`src/common/dataflow_cfg.svh`:
```
// dataflow build constants
// widths and counts shared by the steering circuit and its testbench

`ifndef DATAFLOW_CFG_SVH
`define DATAFLOW_CFG_SVH

// ------------------------------
// token payload
// ------------------------------

// one data word per token
`define DF_DATA_W 32

// ------------------------------
// node fan-in and fan-out
// ------------------------------

// data sources seen by the mux
`define DF_MUX_INPUTS 2
// copies made by the eager fork
`define DF_FORK_OUTPUTS 2

`endif

```
`src/common/dataflow_pkg.sv`:
```
// dataflow stream types
// forward halves of the valid/ready channels between nodes

`default_nettype none

`include "dataflow_cfg.svh"

package dataflow_pkg;

	// token payload word
	typedef logic [`DF_DATA_W-1:0] data_t;

	// data stream, ready runs separately against it
	typedef struct packed {
		logic  valid;
		data_t data;
	} chan_t;

	// one-bit control stream
	// used for mux select and branch route
	typedef struct packed {
		logic valid;
		logic flag;
	} flag_chan_t;

endpackage

`default_nettype wire

```
`src/hdl/tail_buffer.sv`:
```
// tail buffer with one transparent slot
// passes tokens through and parks one while the consumer stalls

`timescale 1ns/10ps
`default_nettype none

module tail_buffer (
	input  wire logic                 clk,
	input  wire logic                 rst,
	input  wire dataflow_pkg::chan_t  in,
	output logic                      in_ready,
	output dataflow_pkg::chan_t       out,
	input  wire logic                 out_ready
);

	logic                full;
	logic                capture;
	dataflow_pkg::data_t data_q;

	// ready toward producer only depends on our own state
	// this is what cuts the combinational ready path
	assign in_ready = ~full;

	// park the token when it is offered but not taken
	assign capture = in.valid & ~full & ~out_ready;

	always_ff @(posedge clk or posedge rst) begin
		if (rst) begin
			full <= 1'b0;
		end else begin
			// stays full until the consumer finally takes the parked token
			full <= out.valid & ~out_ready;
		end
	end

	always_ff @(posedge clk) begin
		if (capture) begin
			data_q <= in.data;
		end
	end

	// empty slot means zero latency bypass
	assign out.valid = in.valid | full;
	assign out.data  = full ? data_q : in.data;

	// a stalled token stays on the output, bypassed or parked
	a_stall_hold: assert property (
		@(posedge clk) disable iff (rst)
		out.valid && !out_ready |=> out.valid && $stable(out.data)
	);

endmodule

`default_nettype wire

```
`src/hdl/elastic_buffer.sv`:
```
// two-slot elastic buffer
// tail buffer for the ready path, registered output stage for the data path

`timescale 1ns/10ps
`default_nettype none

module elastic_buffer (
	input  wire logic                 clk,
	input  wire logic                 rst,
	input  wire dataflow_pkg::chan_t  in,
	output logic                      in_ready,
	output dataflow_pkg::chan_t       out,
	input  wire logic                 out_ready
);

	// tail buffer to output stage
	dataflow_pkg::chan_t mid;
	logic                mid_ready;

	// output stage state
	logic                valid_q;
	dataflow_pkg::data_t data_q;

	tail_buffer tail0 (
		.clk       (clk),
		.rst       (rst),
		.in        (in),
		.in_ready  (in_ready),
		.out       (mid),
		.out_ready (mid_ready)
	);

	// ------------------------------
	// output stage
	// ------------------------------

	// can load when empty or when the held token leaves this cycle
	assign mid_ready = out_ready | ~valid_q;

	always_ff @(posedge clk or posedge rst) begin
		if (rst) begin
			valid_q <= 1'b0;
		end else begin
			// keep the token while stalled, else take whatever is offered
			valid_q <= mid.valid | ~mid_ready;
		end
	end

	always_ff @(posedge clk) begin
		if (mid.valid & mid_ready) begin
			data_q <= mid.data;
		end
	end

	assign out.valid = valid_q;
	assign out.data  = data_q;

	// a stalled token must be held as is
	a_out_hold: assert property (
		@(posedge clk) disable iff (rst)
		out.valid && !out_ready |=> out.valid && $stable(out.data)
	);

endmodule

`default_nettype wire

```
`src/hdl/eager_fork.sv`:
```
// eager fork
// hands one token to several consumers, each one taking it on its own

`timescale 1ns/10ps
`default_nettype none

`include "dataflow_cfg.svh"

module eager_fork #(
	parameter int OUTPUTS = `DF_FORK_OUTPUTS
) (
	input  wire logic                               clk,
	input  wire logic                               rst,
	input  wire dataflow_pkg::chan_t                in,
	output logic                                    in_ready,
	output dataflow_pkg::chan_t [OUTPUTS-1:0]       out,
	input  wire logic [OUTPUTS-1:0]                 out_ready
);

	// set = copy not yet handed over for the current token
	logic [OUTPUTS-1:0] pending;
	// copy still owed and its consumer stalls
	logic [OUTPUTS-1:0] blocked;
	logic               fork_stop;

	always_comb begin
		for (int i = 0; i < OUTPUTS; i++) begin
			blocked[i]    = pending[i] & ~out_ready[i];
			out[i].valid  = pending[i] & in.valid;
			// every copy carries the same word
			out[i].data   = in.data;
		end
	end

	// any owed copy holds the input
	assign fork_stop = |blocked;
	assign in_ready  = ~fork_stop;

	// ------------------------------
	// per-copy pending flops
	// ------------------------------

	genvar g;
	generate
		for (g = 0; g < OUTPUTS; g++) begin : g_copy
			always_ff @(posedge clk or posedge rst) begin
				if (rst) begin
					pending[g] <= 1'b1;
				end else begin
					// cleared once taken while the token still waits on others
					// all set again when the input token completes
					pending[g] <= blocked[g] | ~(in.valid & fork_stop);
				end
			end

			// a copy taken early must not show up again for the same token
			a_single_copy: assert property (
				@(posedge clk) disable iff (rst)
				out[g].valid && out_ready[g] && !in_ready |=> !out[g].valid
			);
		end
	endgenerate

endmodule

`default_nettype wire

```
`src/hdl/mux_node.sv`:
```
// select-driven mux node
// one select token picks one source token, result goes through a tail buffer

`timescale 1ns/10ps
`default_nettype none

`include "dataflow_cfg.svh"

module mux_node #(
	parameter int INPUTS = `DF_MUX_INPUTS
) (
	input  wire logic                              clk,
	input  wire logic                              rst,
	input  wire dataflow_pkg::chan_t [INPUTS-1:0]  src,
	output logic [INPUTS-1:0]                      src_ready,
	input  wire dataflow_pkg::flag_chan_t          sel,
	output logic                                   sel_ready,
	output dataflow_pkg::chan_t                    out,
	input  wire logic                              out_ready
);

	// chosen token toward the tail buffer
	dataflow_pkg::chan_t pick;
	logic                pick_ready;

	// ------------------------------
	// source choice
	// ------------------------------

	always_comb begin
		// default data is don't-care, keep src[0] so nothing floats
		pick.valid = 1'b0;
		pick.data  = src[0].data;

		for (int i = 0; i < INPUTS; i++) begin
			// offered only when select and the indexed source are both there
			if (sel.valid && int'(sel.flag) == i && src[i].valid) begin
				pick.valid = 1'b1;
				pick.data  = src[i].data;
			end

			// idle source sees ready high, as in the library node
			// a valid source is taken only together with its select token
			src_ready[i] = ~src[i].valid |
				(sel.valid & (int'(sel.flag) == i) & pick_ready);
		end
	end

	// select is consumed in the same cycle as the chosen source
	// ready while sel is invalid has no meaning
	assign sel_ready = ~sel.valid | (pick.valid & pick_ready);

	// ------------------------------
	// output slot
	// ------------------------------

	// breaks the ready path from the downstream buffer
	tail_buffer tail0 (
		.clk       (clk),
		.rst       (rst),
		.in        (pick),
		.in_ready  (pick_ready),
		.out       (out),
		.out_ready (out_ready)
	);

endmodule

`default_nettype wire

```
`src/hdl/branch_node.sv`:
```
// branch node
// joins a data token with a route token and steers it to the true or false side

`timescale 1ns/10ps
`default_nettype none

module branch_node (
	input  wire dataflow_pkg::chan_t       in,
	output logic                           in_ready,
	input  wire dataflow_pkg::flag_chan_t  route,
	output logic                           route_ready,
	output dataflow_pkg::chan_t            out_t,
	input  wire logic                      out_t_ready,
	output dataflow_pkg::chan_t            out_f,
	input  wire logic                      out_f_ready
);

	// joined pair of data and route
	logic join_valid;
	logic join_ready;

	// ------------------------------
	// two-input join
	// ------------------------------

	assign join_valid = in.valid & route.valid;

	// only the chosen side can stall the pair
	assign join_ready = route.flag ? out_t_ready : out_f_ready;

	// each side waits for the other before it is taken
	assign in_ready    = route.valid & join_ready;
	assign route_ready = in.valid & join_ready;

	// ------------------------------
	// steering
	// ------------------------------

	// flag 1 to the true side
	assign out_t.valid = join_valid & route.flag;
	assign out_t.data  = in.data;

	// flag 0 to the false side
	assign out_f.valid = join_valid & ~route.flag;
	assign out_f.data  = in.data;

endmodule

`default_nettype wire

```
`src/steer_unit/steer_unit.sv`:
```
// steering unit top level
// mux, elastic buffer, eager fork with a tap, then branch to true/false outputs

`timescale 1ns/10ps
`default_nettype none

`include "dataflow_cfg.svh"

module steer_unit (
	input  wire logic                                     clk,
	input  wire logic                                     rst,
	input  wire dataflow_pkg::chan_t [`DF_MUX_INPUTS-1:0] src,
	output logic [`DF_MUX_INPUTS-1:0]                     src_ready,
	input  wire dataflow_pkg::flag_chan_t                 sel,
	output logic                                          sel_ready,
	input  wire dataflow_pkg::flag_chan_t                 route,
	output logic                                          route_ready,
	output dataflow_pkg::chan_t                           tap,
	input  wire logic                                     tap_ready,
	output dataflow_pkg::chan_t                           out_t,
	input  wire logic                                     out_t_ready,
	output dataflow_pkg::chan_t                           out_f,
	input  wire logic                                     out_f_ready
);

	// mux to buffer
	dataflow_pkg::chan_t mux_out;
	logic                mux_ready;

	// buffer to fork
	dataflow_pkg::chan_t buf_out;
	logic                buf_ready;

	// fork copies, 0 is the tap and 1 feeds the branch
	dataflow_pkg::chan_t [`DF_FORK_OUTPUTS-1:0] fork_out;
	logic [`DF_FORK_OUTPUTS-1:0]                fork_ready;

	mux_node #(
		.INPUTS (`DF_MUX_INPUTS)
	) mux0 (
		.clk       (clk),
		.rst       (rst),
		.src       (src),
		.src_ready (src_ready),
		.sel       (sel),
		.sel_ready (sel_ready),
		.out       (mux_out),
		.out_ready (mux_ready)
	);

	elastic_buffer buf0 (
		.clk       (clk),
		.rst       (rst),
		.in        (mux_out),
		.in_ready  (mux_ready),
		.out       (buf_out),
		.out_ready (buf_ready)
	);

	eager_fork #(
		.OUTPUTS (`DF_FORK_OUTPUTS)
	) fork0 (
		.clk       (clk),
		.rst       (rst),
		.in        (buf_out),
		.in_ready  (buf_ready),
		.out       (fork_out),
		.out_ready (fork_ready)
	);

	// tap copy
	assign tap           = fork_out[0];
	assign fork_ready[0] = tap_ready;

	branch_node branch0 (
		.in          (fork_out[1]),
		.in_ready    (fork_ready[1]),
		.route       (route),
		.route_ready (route_ready),
		.out_t       (out_t),
		.out_t_ready (out_t_ready),
		.out_f       (out_f),
		.out_f_ready (out_f_ready)
	);

endmodule

`default_nettype wire

```
`config.mk`:
```
export PLATFORM = sky130hd
export DESIGN_NAME = steer_unit
export DESIGN_NICKNAME = d
export VERILOG_FILES = /design/src/common/dataflow_pkg.sv /design/src/hdl/tail_buffer.sv /design/src/hdl/elastic_buffer.sv /design/src/hdl/eager_fork.sv /design/src/hdl/mux_node.sv /design/src/hdl/branch_node.sv /design/src/steer_unit/steer_unit.sv
export VERILOG_INCLUDE_DIRS = /design/src /design/src/common
export SDC_FILE = /design/constraint.sdc
export NUM_CORES = 1
export LEC_CHECK = 0
export ABC_AREA = 1
export BUFFER_PORTS_ARGS = -buffer_cell sky130_fd_sc_hd__buf_2
export CAP_MARGIN = 5
export CELL_PAD_IN_SITES_DETAIL_PLACEMENT = 0
export CELL_PAD_IN_SITES_GLOBAL_PLACEMENT = 1
export CORE_MARGIN = 2
export CORE_UTILIZATION = 38
export DETAILED_ROUTE_END_ITERATION = 12
export PLACE_DENSITY = 0.86
export REMOVE_ABC_BUFFERS = 1
export SLEW_MARGIN = 5
export SYNTH_ARGS = -nofsm -noshare
export SYNTH_HDL_FRONTEND = slang
export SYNTH_SLANG_ARGS = --single-unit
export TNS_END_PERCENT = 20
```
`constraint.sdc`:
```
create_clock -name clk -period 3.53 [get_ports clk]
set_input_delay 0.706 -clock clk [delete_from_list [all_inputs] [get_ports clk]]
set_output_delay 0.706 -clock clk [all_outputs]
set_load 0.005 [all_outputs]
```
==> flow_summary.toml <==
[routing]
wl_per_cell_um = 14.6
wirelength_um = 11900
firstDrtPassIters = 4
via_per_inst = 4.81
num_vias = 3907
drc = 0
drt-initial-drc-count = 294
drtAntennaViolNets = 0

[sta]
final_hold_viol_count = 0
rsz0062_at_grt = "no"
slew_viol_final = 0
finalSetupViolCount = 0
worst_pin_slew_ps = 904
max_freq_ghz = 0.383
relSlewSlack = 0.396
clock-skew-final_ps = 5.69
min_period_over_period = 0.739
min_period_ps = 2610

[power]
cellLeakagePower_nw = 2.79
vdd_ir_drop_max_mv = 0.255
p_per_area_nw_per_um2 = 690

[critical_path]
reg2regPathDepth = 6
crit_type = "reg -> out"
arrival_ps = 1900
cp_slowest_cell = "buf_4"
critical_path_buf_inv_count = 3
critPathRequiredTime_ps = 2820
worstPathCellList = "inv_2, buf_4, nand3_1, nand2_1, buf_2"
cpPeakStageDelay_ps = 420
crit_path_max_fanout = 38
worstSetupEndpointType = "output pin"
start_kind = "register"
cp_num_cells = 5
crit_path_start = "mux0.tail0.full$_DFF_PP0_"
r2r-start = "mux0.tail0.full$_DFF_PP0_"
crit_family = "buffers and inverters"

[floorplanning]
rows = 42
die-area_um2 = 14800
die_w_um = 121
start_util = 0.393
ioPinCount = 178
fp.dieH_um = 121
core_area_um2 = 13300

[cts]
ctsHoldBuffers = 0
clk_latency_ps = 340
post_cts_buffers = 0
clk_path_buf_depth = 2
htree_levels = 3
cts_tree = "yes"
ctsResizeCount = 0
cts.sinks = 101
root_buffer = "clkbuf_16"
cts_buffers = 9
path_clk_slew_ps = 70

[cells_and_area]
layout_commonest_cell = "buf_2"
stdcell_count = 813
fillers = 1260
n_antenna_cell = 0
drive_above_1_share = 0.378
layout_common_cells = "buf_2 (177), nand2_1 (147), edfxtp_1 (96)"
area_growth_pct = 17.7
finalNetCount = 707
post-route-cell-area_um2 = 6170
final_util = 0.462

[global_route]
grt_max_degree = 39
antenna_found_initial = 0
grt_pass1_vias = 3716
grt_usage = 0.165
grt_pass1_wl_um = 18600
grt.overflow.total = 0

[place]
port-buffer-count = 177
dp_hpwl_um = 8540
place.gp.congestion = 0.712
place_area_um2 = 5810
dp.cells = 797

[logic_synthesis]
synthDistinctLibCells = 18
synth-seq-cells = 101
yosys-top-cells-area = "edfxtp_1 (55%), nand2_1 (11%), buf_4 (9.3%)"
yosys_warnings = 0
yosysTopAreaCell = "edfxtp_1"
syn_inst = 528
netlist.area_leader.share = 0.550
synth_area_um2 = 5240
ys_seq_area_frac = 0.574
synth_area_per_cell_um2 = 9.93

[worst_hold_path]
hold_class = "in -> async"

[flow_run]
cap_violations = 0

[run_status]
status = "complete, no violations"
==> cell usage after synthesis, drive strengths merged <==
master  number
or2         32
dfrtp        3
nand3       71
edfxtp      96
nor2         7
clkinv       1
nand4       32
clkbuf       8
buf         85
inv         10
nand2      147
and2        32
a21oi        2
dfstp        2
==> kinds of logic (layout without fill, tap and decap cells) <==
family,after synthesis,in the layout,synth area share
AO/OA/AOI/OAI,2,2,0.00191
buffers and inverters,104,213,0.129
flip-flops,101,101,0.574
AND/OR/NAND/NOR,321,321,0.295
==> path summary, 6_finish.rpt <==
| path | endpoint | slack, ps |
|---|---|---|
| worst min register to register | buf0.data_q[27]$_DFFE_PP_ | 520 |
| worst min-delay path | buf0.valid_q$_DFF_PP0_ | 260 |
| worst max register to register | buf0.data_q[23]$_DFFE_PP_ | 1220 |
| max in group asynchronous | fork0.pending[0]$_DFF_PP1_ | 3020 |
| worst max-delay path | src_ready[0] | 920 |
| min in group clk | buf0.data_q[27]$_DFFE_PP_ | 520 |
==> flip-flops by register name, indices dropped and copies added, names as in the netlist <==
| name | cells |
|---|---|
| buf0.tail0.data_q | 32 |
| mux0.tail0.full | 1 |
| fork0.pending | 2 |
| buf0.data_q | 32 |
| buf0.valid_q | 1 |
| buf0.tail0.full | 1 |
| mux0.tail0.data_q | 32 |
==> metal layers <==
layer	wire, µm	vias up	track usage
li1	-	1940	-
met1	5140	1803	0.218
met2	5790	149	0.274
met3	767	15	0.0329
met4	189	0	0.0489
met5	0	-	0
==> per-stage QoR <==
step	setup TNS, ps	power (mW)	hold WS, ps	worst slack [ps]
2_1_floorplan	-1180	2.45	483	-36.8
3_3_place_gp	0	3.10	502	1040
3_5_place_dp	0	3.13	505	982
4_1_cts	0	4.31	252	909
5_1_grt	0	4.53	265	768
6_report	0	4.26	262	920
==> final cells by class <==
| class | count | area [µm²] | area share |
|---|---|---|---|
| multi-input cells | 323 | 1580 | 0.256 |
| inverters | 11 | 41.3 | 0.00669 |
| flip-flops and latches | 101 | 3010 | 0.488 |
| clock buffers | 9 | 225 | 0.0365 |
| repair buffers | 186 | 953 | 0.155 |
| well taps | 176 | 220 | 0.0357 |
| clock inverters | 7 | 138 | 0.0223 |
==> power by group <==
group | internal, mW | switching, mW | total [mW]
clock | 0.762 | 0.424 | 1.19
sequential | 1.71 | 0.122 | 1.83
combinational | 0.499 | 0.748 | 1.25
(Power assumes the default switching activity.)
